$ cat src/design/dac_pkg.sv
package dac_pkg;

    // timing of the dac output path
    localparam int RST_DELAY_CYCLES = 31;
    localparam int FIFO_DEPTH       = 8;
    localparam int SLOT_BITS        = 32;
    localparam int SAMPLE_BITS      = 24;
    localparam int FRAME_CYCLES     = 512;

    typedef logic [SAMPLE_BITS-1:0] sample_t;

    // channel, bit slot, position within a bit
    typedef logic [$clog2(FRAME_CYCLES)-1:0] phase_t;

    typedef logic [$clog2(RST_DELAY_CYCLES+1)-1:0] rst_cnt_t;

    typedef logic [$clog2(FIFO_DEPTH)-1:0] ptr_t;
    typedef logic [$clog2(FIFO_DEPTH):0] level_t;

    typedef enum logic [2:0] {
        WAIT_READY,
        WAIT_FRAME,
        POP_LEFT,
        POP_RIGHT,
        DISCARD
    } frame_state_t;

endpackage
$ cat src/design/dac_out_top.sv
`timescale 1ns/1ns

module dac_out_top
    import dac_pkg::*;
(
    input  logic    clk245760,
    input  logic    rst,
    input  sample_t data_i,
    input  logic    lrck_i,
    input  logic    ack_i,
    output logic    dac_sck_o,
    output logic    dac_lrck_o,
    output logic    dac_sda_o,
    output logic    underrun_o,
    output logic    overflow_o
);

    logic    ready;
    logic    frame;
    logic    shift;
    logic    load;
    logic    chan;
    sample_t head_data;
    logic    head_lrck;
    level_t  level;
    logic    pop;
    sample_t left;
    sample_t right;

    dac_bit_timer u_timer (
        .clk245760 (clk245760),
        .rst       (rst),
        .ready_o   (ready),
        .frame_o   (frame),
        .shift_o   (shift),
        .load_o    (load),
        .chan_o    (chan),
        .bck_o     (dac_sck_o),
        .lrck_o    (dac_lrck_o)
    );

    sample_fifo u_fifo (
        .clk245760   (clk245760),
        .rst         (rst),
        .data_i      (data_i),
        .lrck_i      (lrck_i),
        .ack_i       (ack_i),
        .pop_i       (pop),
        .head_data_o (head_data),
        .head_lrck_o (head_lrck),
        .empty_o     (),
        .level_o     (level),
        .overflow_o  (overflow_o)
    );

    dac_frame_fsm u_fsm (
        .clk245760   (clk245760),
        .rst         (rst),
        .ready_i     (ready),
        .frame_i     (frame),
        .head_data_i (head_data),
        .head_lrck_i (head_lrck),
        .level_i     (level),
        .pop_o       (pop),
        .left_o      (left),
        .right_o     (right),
        .underrun_o  (underrun_o)
    );

    dac_shifter u_shifter (
        .clk245760 (clk245760),
        .rst       (rst),
        .shift_i   (shift),
        .load_i    (load),
        .chan_i    (chan),
        .left_i    (left),
        .right_i   (right),
        .sda_o     (dac_sda_o)
    );

endmodule

$ cat src/design/dac_shifter.sv
`timescale 1ns/1ns

module dac_shifter
    import dac_pkg::*;
(
    input  logic    clk245760,
    input  logic    rst,
    input  logic    shift_i,
    input  logic    load_i,
    input  logic    chan_i,
    input  sample_t left_i,
    input  sample_t right_i,
    output logic    sda_o
);

    localparam int PAD_BITS = SLOT_BITS - SAMPLE_BITS;

    logic [SLOT_BITS-1:0] shreg;
    sample_t              sel_sample;

    // right while the word clock is high
    assign sel_sample = chan_i ? right_i : left_i;

    // load at the end of slot 0 so the msb lands in slot 1
    always_ff @(posedge clk245760) begin
        if (rst) begin
            shreg <= '0;
        end else if (load_i) begin
            shreg <= {sel_sample, {PAD_BITS{1'b0}}};
        end else if (shift_i) begin
            shreg <= {shreg[SLOT_BITS-2:0], 1'b0};
        end
    end

    assign sda_o = shreg[SLOT_BITS-1];

endmodule

$ cat src/design/dac_frame_fsm.sv
`timescale 1ns/1ns

module dac_frame_fsm
    import dac_pkg::*;
(
    input  logic    clk245760,
    input  logic    rst,
    input  logic    ready_i,
    input  logic    frame_i,
    input  sample_t head_data_i,
    input  logic    head_lrck_i,
    input  level_t  level_i,
    output logic    pop_o,
    output sample_t left_o,
    output sample_t right_o,
    output logic    underrun_o
);

    frame_state_t state_q;
    frame_state_t state_d;
    logic         pair_ok;
    logic         silence;
    logic         underrun_q;
    sample_t      left_q;
    sample_t      right_q;

    // a left sample at the head with its partner behind it
    assign pair_ok = !head_lrck_i && (level_i >= level_t'(2));

    // frame played as silence with or without a discard
    assign silence = (state_q == WAIT_FRAME) && frame_i && !pair_ok;

    always_comb begin
        state_d = state_q;
        unique case (state_q)
            WAIT_READY: begin
                if (ready_i) begin
                    state_d = WAIT_FRAME;
                end
            end
            WAIT_FRAME: begin
                if (frame_i) begin
                    if (pair_ok) begin
                        state_d = POP_LEFT;
                    end else if (level_i != '0 && head_lrck_i) begin
                        // stray right sample
                        state_d = DISCARD;
                    end
                end
            end
            POP_LEFT: begin
                state_d = POP_RIGHT;
            end
            POP_RIGHT: begin
                state_d = WAIT_FRAME;
            end
            DISCARD: begin
                state_d = WAIT_FRAME;
            end
            default: begin
                state_d = WAIT_READY;
            end
        endcase
    end

    always_ff @(posedge clk245760) begin
        if (rst) begin
            state_q <= WAIT_READY;
        end else begin
            state_q <= state_d;
        end
    end

    always_ff @(posedge clk245760) begin
        if (rst) begin
            underrun_q <= 1'b0;
        end else begin
            underrun_q <= silence;
        end
    end

    // hold pair for the whole frame
    always_ff @(posedge clk245760) begin
        if (silence) begin
            left_q  <= '0;
            right_q <= '0;
        end else if (state_q == POP_LEFT) begin
            left_q <= head_data_i;
        end else if (state_q == POP_RIGHT) begin
            right_q <= head_data_i;
        end
    end

    assign pop_o = (state_q == POP_LEFT) || (state_q == POP_RIGHT) || (state_q == DISCARD);

    assign left_o     = left_q;
    assign right_o    = right_q;
    assign underrun_o = underrun_q;

endmodule

$ cat src/design/sample_fifo.sv
`timescale 1ns/1ns

module sample_fifo
    import dac_pkg::*;
(
    input  logic    clk245760,
    input  logic    rst,
    input  sample_t data_i,
    input  logic    lrck_i,
    input  logic    ack_i,
    input  logic    pop_i,
    output sample_t head_data_o,
    output logic    head_lrck_o,
    output logic    empty_o,
    output level_t  level_o,
    output logic    overflow_o
);

    sample_t mem_data [FIFO_DEPTH];
    logic    mem_lrck [FIFO_DEPTH];
    ptr_t    wr_ptr;
    ptr_t    rd_ptr;
    level_t  level;
    logic    full;
    logic    do_push;
    logic    do_pop;
    logic    overflow_q;

    assign full    = (level == level_t'(FIFO_DEPTH));
    assign empty_o = (level == '0);
    assign do_push = ack_i && !full;
    assign do_pop  = pop_i && !empty_o;

    // sample storage
    always_ff @(posedge clk245760) begin
        if (do_push) begin
            mem_data[wr_ptr] <= data_i;
            mem_lrck[wr_ptr] <= lrck_i;
        end
    end

    always_ff @(posedge clk245760) begin
        if (rst) begin
            wr_ptr <= '0;
            rd_ptr <= '0;
        end else begin
            if (do_push) begin
                wr_ptr <= wr_ptr + 1'b1;
            end
            if (do_pop) begin
                rd_ptr <= rd_ptr + 1'b1;
            end
        end
    end

    always_ff @(posedge clk245760) begin
        if (rst) begin
            level <= '0;
        end else begin
            unique case ({do_push, do_pop})
                2'b10:   level <= level + 1'b1;
                2'b01:   level <= level - 1'b1;
                default: level <= level;
            endcase
        end
    end

    // dropped push
    always_ff @(posedge clk245760) begin
        if (rst) begin
            overflow_q <= 1'b0;
        end else begin
            overflow_q <= ack_i && full;
        end
    end

    // first word fall through
    assign head_data_o = mem_data[rd_ptr];
    assign head_lrck_o = mem_lrck[rd_ptr];
    assign level_o     = level;
    assign overflow_o  = overflow_q;

endmodule

$ cat src/design/dac_bit_timer.sv
`timescale 1ns/1ns

module dac_bit_timer
    import dac_pkg::*;
(
    input  logic clk245760,
    input  logic rst,
    output logic ready_o,
    output logic frame_o,
    output logic shift_o,
    output logic load_o,
    output logic chan_o,
    output logic bck_o,
    output logic lrck_o
);

    rst_cnt_t rst_cnt;
    phase_t   phase;
    logic     bit_end;
    logic     slot0;
    logic     bck_q;
    logic     chan_q;
    logic     frame_q;
    logic     shift_q;
    logic     load_q;

    // reset stretcher saturating at the hold-off count
    always_ff @(posedge clk245760) begin
        if (rst) begin
            rst_cnt <= '0;
        end else if (rst_cnt != rst_cnt_t'(RST_DELAY_CYCLES)) begin
            rst_cnt <= rst_cnt + 1'b1;
        end
    end

    assign ready_o = (rst_cnt == rst_cnt_t'(RST_DELAY_CYCLES));

    // frame phase held at zero until ready
    always_ff @(posedge clk245760) begin
        if (rst || !ready_o) begin
            phase <= '0;
        end else begin
            phase <= phase + 1'b1;
        end
    end

    assign bit_end = &phase[2:0];
    assign slot0   = (phase[7:3] == 5'd0);

    // outputs registered from the same phase so they stay aligned
    always_ff @(posedge clk245760) begin
        if (rst) begin
            bck_q   <= 1'b0;
            chan_q  <= 1'b0;
            frame_q <= 1'b0;
            shift_q <= 1'b0;
            load_q  <= 1'b0;
        end else begin
            bck_q   <= phase[2];
            chan_q  <= phase[$bits(phase_t)-1];
            frame_q <= ready_o && (phase == '0);
            shift_q <= ready_o && bit_end;
            load_q  <= ready_o && bit_end && slot0;
        end
    end

    assign bck_o   = bck_q;
    assign lrck_o  = chan_q;
    assign chan_o  = chan_q;
    assign frame_o = frame_q;
    assign shift_o = shift_q;
    assign load_o  = load_q;

endmodule

$ cat config.mk
export PLATFORM = sky130hd
export DESIGN_NAME = dac_out_top
export DESIGN_NICKNAME = d
export VERILOG_FILES = /design/src/design/dac_pkg.sv /design/src/design/dac_out_top.sv /design/src/design/dac_shifter.sv /design/src/design/dac_frame_fsm.sv /design/src/design/sample_fifo.sv /design/src/design/dac_bit_timer.sv
export SDC_FILE = /design/constraint.sdc
export NUM_CORES = 1
export LEC_CHECK = 0
export BUFFER_PORTS_ARGS = -buffer_cell sky130_fd_sc_hd__buf_4
export CAP_MARGIN = 25
export CORE_MARGIN = 4
export CORE_UTILIZATION = 55
export CTS_CLUSTER_SIZE = 20
export DETAILED_ROUTE_END_ITERATION = 8
export GPL_TIMING_DRIVEN = 1
export PLACE_DENSITY = 0.74
export SLEW_MARGIN = 20
export SYNTH_ARGS = -nofsm -noshare
export SYNTH_HDL_FRONTEND = slang
export SYNTH_SLANG_ARGS = --single-unit
export TNS_END_PERCENT = 5
$ cat constraint.sdc
create_clock -name clk245760 -period 7.6 [get_ports clk245760]
set_clock_uncertainty 0.2 [all_clocks]
set_input_delay 1.9 -clock clk245760 [delete_from_list [all_inputs] [get_ports clk245760]]
set_output_delay 1.9 -clock clk245760 [all_outputs]
set_load 0.03 [all_outputs]
Word-level counts from Yosys, hierarchy flattened:

Memory sizes are Yosys's and may differ from the RTL's. A register that Yosys moved wholly into a read port is not among the register bits.
Index checks and enable logic that the tools add are counted.

* bitwise gates (word level): 1
* equal/unequal tests: 12
* $lt $le $gt $ge: 1
* reduce and logical (&&, ||, !) cells: 29
* multiplexer cells: 15
* add/subtract/negate cells: 6

Operator list (count)
* $mux 32: 2
* $mux 24: 1
* $mux 3: 8
* $pmux 3 s4: 1
* $logic_and 1x1->1: 10
* $add 9x1->9 const B: 1
* $logic_not 9->1: 1
* $pmux 4 s2: 1
* $add 3x1->3 const B: 2
* $eq 3x2->1 const B: 2
* $reduce_and 3->1: 2
* $add 5x1->5 const B: 1
* $eq 5x5->1 const B: 1
* $logic_not 1->1: 5
* $logic_not 5->1: 1
* $ne 5x5->1 const B: 1
* $add 4x1->4 const B: 1
* $eq 4x4->1 const B: 1
* $ge 4x2->1 const B: 1
* $logic_not 4->1: 1
* $ne 2x2->1 const B: 2
* $reduce_bool 2->1: 2
* $reduce_bool 4->1: 1
* $sub 4x1->4 const B: 1
* other kinds (11): 14

* input port bits: 28
* output and inout port bits: 5
* bits in writable memories: 200
* memories: 2
* register bits after elaboration: 106

Memories
* u_fifo.mem_data: depth 8, bits a word 24, rd ports 1, clocked after memory_dff 1, wr ports 1, line sample_fifo.sv:19 `sample_t mem_data [FIFO_DEPTH];`
* u_fifo.mem_lrck: depth 8, bits a word 1, rd ports 1, clocked after memory_dff 1, wr ports 1, line sample_fifo.sv:20 `logic mem_lrck [FIFO_DEPTH];`

Logic depth before layout (Yosys ltp):

Gate-level depths: netlist (run 1).

* word-level depth: 6
* mapped depth: 11

Hierarchy:

Synthesis (run 1) repeated with hierarchy kept, for this count alone.

* cells, all modules: 797
* area, all modules: 12244.2 um^2

By module, submodules not included
* sample_fifo: area an instance 8255.4 um^2, times used 1, cells an instance 365
* dac_frame_fsm: area an instance 1989.4 um^2, times used 1, cells an instance 241
* dac_shifter: area an instance 1212.4 um^2, times used 1, cells an instance 110
* dac_bit_timer: area an instance 787.0 um^2, times used 1, cells an instance 81

Worst setup path before layout (run 1):

OpenSTA, ideal clock, no wires.

* path kind: input to register
* start point: in ack_i
* end point: mem u_fifo.mem_data[0][0] (netlist bit), enable pin
* stages on the path: 3
* slack: 2.903 ns
* required time: 6.962 ns
* buffers on the path: 0
* setup time: 0.438 ns
* data arrival time: 4.059 ns
* cells stage by stage: nand2_1 -> or2_2 -> nor3_1

* word-level cells in the longest chain between the ends: 3

RTL lines
* from (decl): line dac_out_top.sv:10 `input logic ack_i,`
* $logic_and 1x1->1: line sample_fifo.sv:31 `assign do_push = ack_i && !full;`
* $mux 1: line sample_fifo.sv:36 `if (do_push) begin`
* $mux 1 (not written as such): line sample_fifo.sv:37 `mem_data[wr_ptr] <= data_i;`
* to (decl): line sample_fifo.sv:19

No other way between the ends.

Worst setup path in the final report (run 1):

* start point: in ack_i
* end point: reg u_fifo.level[2], in the netlist u_fifo.level_o[2]

* word-level cells in the longest chain between the ends: 3

RTL lines
* $logic_and 1x1->1 *: line sample_fifo.sv:31
* $eq 2x1->1 / $eq 2x2->1 (equally long branches): line sample_fifo.sv:60 `unique case ({do_push, do_pop})`
* $pmux 4 s2 / $reduce_bool 2->1 (equally long branches)
* to (signal assigned): line sample_fifo.sv:61 `2'b10: level <= level + 1'b1;`
* to (signal assigned): line sample_fifo.sv:62 `2'b01: level <= level - 1'b1;`
* to (signal assigned): line sample_fifo.sv:63 `default: level <= level;`
* to (decl): line sample_fifo.sv:23 `level_t level;`

Every way passes the cells marked *; elsewhere a longest branch is shown, timed or not.
A chain may end at the register's enable or synchronous reset.

==> metrics.txt, run 1 <==
Post-Syn Instances=a little under 800; Cell Chain, Critical Path=buf_4, nand2_1, ha_1, xor2_1, ha_1, a21oi_1, xor2_1, or3_1, a21oi_1; Non-Filler Instances=between 1000 and 1500; Avg Inst Size Synth=roughly 16 um2; worst hold-check path type=flip-flop to flip-flop; Cell Area, Synth=0.0123 mm2; initial core utilization=56.2%; Antenna Cells=0; # DRC=0; drt wl/cell=a little over 20 um; TritonCTS clock tree=built; Num CTS Buffers=30; min cycle time layout=3.29 ns; WHS Path Cells=1; Setup TNS=0 ns; Root Driver=clkbuf_16; Detail Route Antenna Nets=0; die area=0.0248 mm2; clk_lat worst skew=0.56 ns; RSZ-0062 raised after global routing=no; top post-synthesis cells by count=edfxtp_1 (200), dfxtp_1 (109), mux2i_1 (79); Max Cap Violations=0; placed insts=1051; largest net degree at the start of global routing=53; gp weighted congestion=between 0.7 and 0.8; DRT iter0 DRCs=433; fmax=slightly above 300 MHz; layout net count=842; Hold Vio Cnt, Final=0; H-tree Lvls=1; EDFF count, synth=200; Post-synth ARST share=0%; Startpoint Class=primary input; post-route cell area=0.0136 mm2; initial antenna violation count=0; Cell Area, Placed=0.0127 mm2; Cell Rows=54; syn_nets=813; reg2reg start=u_fifo.level_o[0]; Seq/Total Area, Yosys=66.6%; clk sinks=309; via count=6559; P_leak=0.00442 uW; post-synth top area share=48.8%; register-to-register setup slack=about 4.7 ns; post-synthesis register bit count=309; Reg clk slew, reported paths=roughly 0.060 ns; cell taking the most area after synthesis=edfxtp_1; Routed WL=22.4 mm; WP data arrival=3.57 ns; WS Path Type=primary input to flip-flop; Area contributors post-synth=edfxtp_1 (49%), dfxtp_1 (18%), mux4_2 (8.8%); final setup fails=0; core area=0.0219 mm2; Pre-Repair DR Iteration Count=4; Crit Path Max Fanout=5; worst setup margin=around 4.3 ns; Setup crit end kind=flip-flop; Reg2Reg Depth=10; Slew headroom=approximately a third; area delta synth->final=10.9%; Hold Startpoint=u_timer.phase[0]; slowest CP cell=or3_1; die width=158 um; status=complete, no violations; layout cells sized above 1=21.3%; die height=between 150 and 200 um; fillcell total=1569; yosys warns=0; vias in the first global route=6646; Post-CTS Resized=0; pre-CTS setup slack=3.77 ns; DP Wirelength=12.9 mm; input/output buffers=32; Hold WS=0.287 ns; Max Slew Vio Count=0; period utilization=about 43%; CP required=7.88 ns; most frequent cell after synthesis=edfxtp_1; clock buffer depth=3; synth unique cells=47; PwrDens=238 mW/mm2; end point of the worst hold path=u_timer.phase[0]; dominant synthesized flop cell=edfxtp_1; worst stage delay on the critical path=about 0.33 ns; first-pass GRT wire length=36.0 mm; post-CTS setup buffers=0; hold_buf cts=0; vias per cell=5.92; Max VDD drop=0.207 mV; global route total overflow=0; Tot GR Track Use=18.4%; Reg-to-Reg End=u_fifo.level_o[2]; num ports=33; Worst-Margin Slew=just under 1 ns
critical path, delay by kind of cell:
family | cells | cell delay [ns]
compound gates | 2 | 0.21
xor+xnor | 2 | 0.39
fa+ha+maj | 2 | 0.48
buf+inv | 1 | 0.13
simple gates | 2 | 0.46
cell type report:
| cell class | count | area (um2) | share of cell area (%) |
|---|---|---|---|
| sequential | 309 | 8190 | 60.0 |
| multi-input combinational | 409 | 3800 | 27.9 |
| clock buffer | 38 | 781 | 5.72 |
| timing repair buffer | 49 | 388 | 2.84 |
| tap | 280 | 350 | 2.57 |
| clock inverter | 18 | 114 | 0.834 |
| inverter | 5 | 18.8 | 0.138 |
cells by family (layout without fill, tap and decap cells):
family / after synthesis / after routing / share of synthesized area, %
fa+ha+maj: 10 / 10 / 1.02
mux: 153 / 153 / 17.6
simple gates: 117 / 117 / 5.23
compound gates: 115 / 115 / 5.80
flops: 309 / 309 / 66.6
buf+inv: 57 / 110 / 2.81
xor+xnor: 14 / 14 / 0.997
worst max-delay path by stage:
| stage | endpoint | cells past startpoint | start | slack, ns |
|---|---|---|---|---|
| 5_1_grt | u_fifo.level_o[2] | 9 | ack_i | 4.22 |
| 3_3_place_gp | u_fifo.level_o[2] | 9 | ack_i | 3.98 |
| 4_1_cts | u_fifo.level_o[2] | 9 | ack_i | 4.35 |
| 6_report | u_fifo.level_o[2] | 9 | ack_i | 4.31 |
| 2_1_floorplan | u_fifo.mem_data[0][0] | 3 | ack_i | 2.90 |
| 3_5_place_dp | u_fifo.level_o[2] | 9 | ack_i | 3.77 |
power by group:
group	total (uW)	internal (uW)	switching (uW)
registers	1820	1810	9.36
clock network	1330	729	602
logic	95.2	37.1	58.1
per-layer routing:
layer  GRT usage, %  up-vias  wire [um]
met2           30.2      129      11000
met1           26.2     3345       9990
li1               -     3055          -
met5              0        -          0
met3           3.35       30       1050
met4           3.85        0        408
registers in the layout, indices dropped and copies added, names as in the netlist, 3 cells and up, named ones only:
signal and flops:
u_fifo.level_o 4, u_fifo.mem_data 192, u_fifo.mem_lrck 8, u_fifo.rd_ptr 3, u_fifo.wr_ptr 3, u_fsm.left_o 24
u_fsm.right_o 24, u_fsm.state_q 3, u_shifter.shreg 24, u_timer.phase 9, u_timer.rst_cnt 5
stage by stage:
step                      utilization, %  total power, uW
final                               62.3             3250
after global routing                62.3             3370
after CTS                           62.2             3280
after detailed placement            58.1             1950
after global placement              58.1             1940
after floorplan                        -             1900
layout by cell type, fill, tap and decap left out, types with 6 or more instances in the layout:
| master | Yosys | layout |
|---|---|---|
| dfxtp_1 | 109 | 107 |
| nor2_1 | 32 | 26 |
| ha_1 | 10 | 10 |
| mux2_2 | 25 | 25 |
| edfxtp_1 | 200 | 200 |
| a211oi_1 | 46 | 46 |
| a21oi_1 | 55 | 55 |
| mux4_2 | 48 | 48 |
| clkbuf_1 | 22 | 8 |
| buf_4 | 6 | 48 |
| nand2_1 | 6 | 6 |
| nand3_1 | 10 | 10 |
| nor2b_1 | 31 | 30 |
| mux2i_1 | 79 | 79 |
| clkbuf_16 | 0 | 30 |
| nor2_2 | 0 | 6 |
| clkinv_1 | 0 | 9 |
| xor2_1 | 11 | 11 |
(Power assumes the default switching activity.)
==> run 2, diff against run 1 <==
==> constraint.sdc (replaced) <==
create_clock -name clk245760 -period 3.27 [get_ports clk245760]
set_clock_uncertainty 0.2 [all_clocks]
set_input_delay 0.8175 -clock clk245760 [delete_from_list [all_inputs] [get_ports clk245760]]
set_output_delay 0.8175 -clock clk245760 [all_outputs]
set_load 0.03 [all_outputs]
==> metrics.txt, run 2 (synthesis results as in run 1) <==
input/output buffers=32 (unchanged); final core utilization=63.3% (+0.93 points); Max Slew Vio Count=0 (unchanged); Routed WL=22.6 mm (+0.94%); min cycle time layout=2.96 ns; first-pass GRT wire length=37.0 mm (+2.9%); global route total overflow=0 (unchanged); fillcell total=1560 (-0.57%); Detail Route Antenna Nets=0 (unchanged); worst hold-check path type=flip-flop to flip-flop; Antenna Cells=0 (unchanged); period utilization=90.4%; TritonCTS clock tree=built; die width=158 um (unchanged); initial antenna violation count=0 (unchanged); clk_lat worst skew=0.55 ns (about the same); Slew headroom=61.3% (+26 points); vias per cell=5.90 (-0.36%); worst setup margin=0.314 ns (-4.00 ns); Pre-Repair DR Iteration Count=5 (+1); PwrDens=585 mW/mm2 (+150%); area delta synth->final=12.6%; num ports=33 (unchanged); hold_buf cts=0 (unchanged); DP Wirelength=13.3 mm (+3.0%); area occupied by multi-input gates=0.00381 mm2 (+0.16%); Setup crit end kind=flip-flop; pre-CTS setup slack=0.381 ns (-3.39 ns); Worst-Margin Slew=0.580 ns (-0.391 ns); clock buffer depth=3 (unchanged); Crit Path Max Fanout=7 (+2); # DRC=0 (unchanged); Max VDD drop=0.479 mV (+130%); Root Driver=clkbuf_16; core area=0.0219 mm2 (unchanged); placed insts=1055 (+0.38%); via count=6553 (-0.091%); Startpoint Class=flip-flop; Hold WS=0.285 ns (-0.00245 ns); largest reg by FF count=u_fifo.mem_data; commonest non-fill, non-tap cells in the layout=edfxtp_1 (200), dfxtp_1 (107), mux2i_1 (79); WP data arrival=3.23 ns (-0.34 ns); commonest non-fill, non-tap cell in the layout=edfxtp_1; largest net degree at the start of global routing=50 (-5.7%); clk sinks=309 (unchanged); post-CTS setup buffers=0 (unchanged); status=complete, no violations; drt wl/cell=20.4 um (+0.67%); H-tree Lvls=1 (unchanged); number of flip-flops in the largest register=192 (unchanged); final setup fails=0 (unchanged); Cell Chain, Critical Path=or4_1, o21ai_2, inv_1, ha_1, xor2_1, ha_1, a21oi_1, xor2_1, or3_1, a21oi_1; gp weighted congestion=0.781 (+2.6%); WS Path Type=flip-flop to flip-flop; Storage cell area=0.00819 mm2 (unchanged); RSZ-0062 raised after global routing=no; DRT iter0 DRCs=408 (-5.8%); initial core utilization=56.2% (unchanged); die area=0.0248 mm2 (unchanged); layout cells sized above 1=22.1% (+0.89 points); layout net count=845 (+0.36%); Reg clk slew, reported paths=0.06 ns (about the same); Cell Rows=54 (unchanged); P_leak=0.00453 uW (+2.4%); Non-Filler Instances=1111 (+0.27%); Tot GR Track Use=18.9% (+0.53 points); Max Cap Violations=0 (unchanged); worst stage delay on the critical path=0.61 ns (+0.28 ns); slowest CP cell=or4_1; Post-CTS Resized=0 (unchanged); vias in the first global route=6814 (+2.5%); fmax=approximately 340 MHz; Hold Vio Cnt, Final=0 (unchanged); CP required=3.55 ns (-4.33 ns); Num CTS Buffers=30 (unchanged); die height=158 um (unchanged)
==> run 2: cell count changes in the layout (fill, tap and decap cells not counted), moves of 2 or more <==
cell        before  now
buf_12           0    2
bufinv_16        0    7
buf_4           48   50
clkinvlp_4       4    0
clkbuf_1         8    4
clkinvlp_2       0    2
==> run 2: report_power, final <==
group / switching, uW / leakage (uW) / internal [uW]
logic: 132 / 0.00132 / 87.7
registers: 21.5 / 0.00270 / 4210
clock network: 1390 / 0.000514 / 2270
==> run 2: cell type report <==
| cell class | count | area share (%) |
|---|---|---|
| inverters | 5 | 0.136 |
| flip-flops and latches | 309 | 59.2 |
| clock buffers | 35 | 5.71 |
| repair buffers | 52 | 3.00 |
| clock inverters | 21 | 1.98 |
| well taps | 280 | 2.53 |
| multi-input cells | 409 | 27.5 |
==> run 2: path summary, 6_finish.rpt <==
| check | start | end | slack [ns] | cells after the start |
|---|---|---|---|---|
| setup / recovery | u_fifo.level_o[0] | u_fifo.level_o[2] | 0.31 | 10 |
| hold reg to reg | u_timer.phase[0] | u_timer.phase[0] | 0.29 | 1 |
| setup reg to reg | u_fifo.level_o[0] | u_fifo.level_o[2] | 0.31 | 10 |
| hold / removal | u_timer.phase[0] | u_timer.phase[0] | 0.29 | 1 |
==> run 2: stage by stage <==
step	setup TNS (ns)	power, uW	area (um2)
detailed placement	0	4530	12800
global route	0	8400	13800
CTS	0	8180	13800
global placement	0	4520	12800
finish	0	8110	13800
floorplan	-1.37	4430	12300
==> run 2: layer usage <==
layer  part of all wire (%)  GRT usage [%]  wire, um  vias to the layer above
met2                     50           31.9     11400                      130
met3                    5.0           3.16      1140                       33
met4                    1.5           4.01       329                        0
met5                      0              0         0                        -
met1                     43           26.4      9780                     3327
li1                       -              -         -                     3063
==> run 2: critical path, delay by kind of cell, from the launching register on <==
family          cells  cell delay (ns)
compound gates      3             0.50
xor+xnor            2             0.30
fa+ha+maj           2             0.48
buf+inv             1             0.09
flops               1             0.38
simple gates        2             0.94
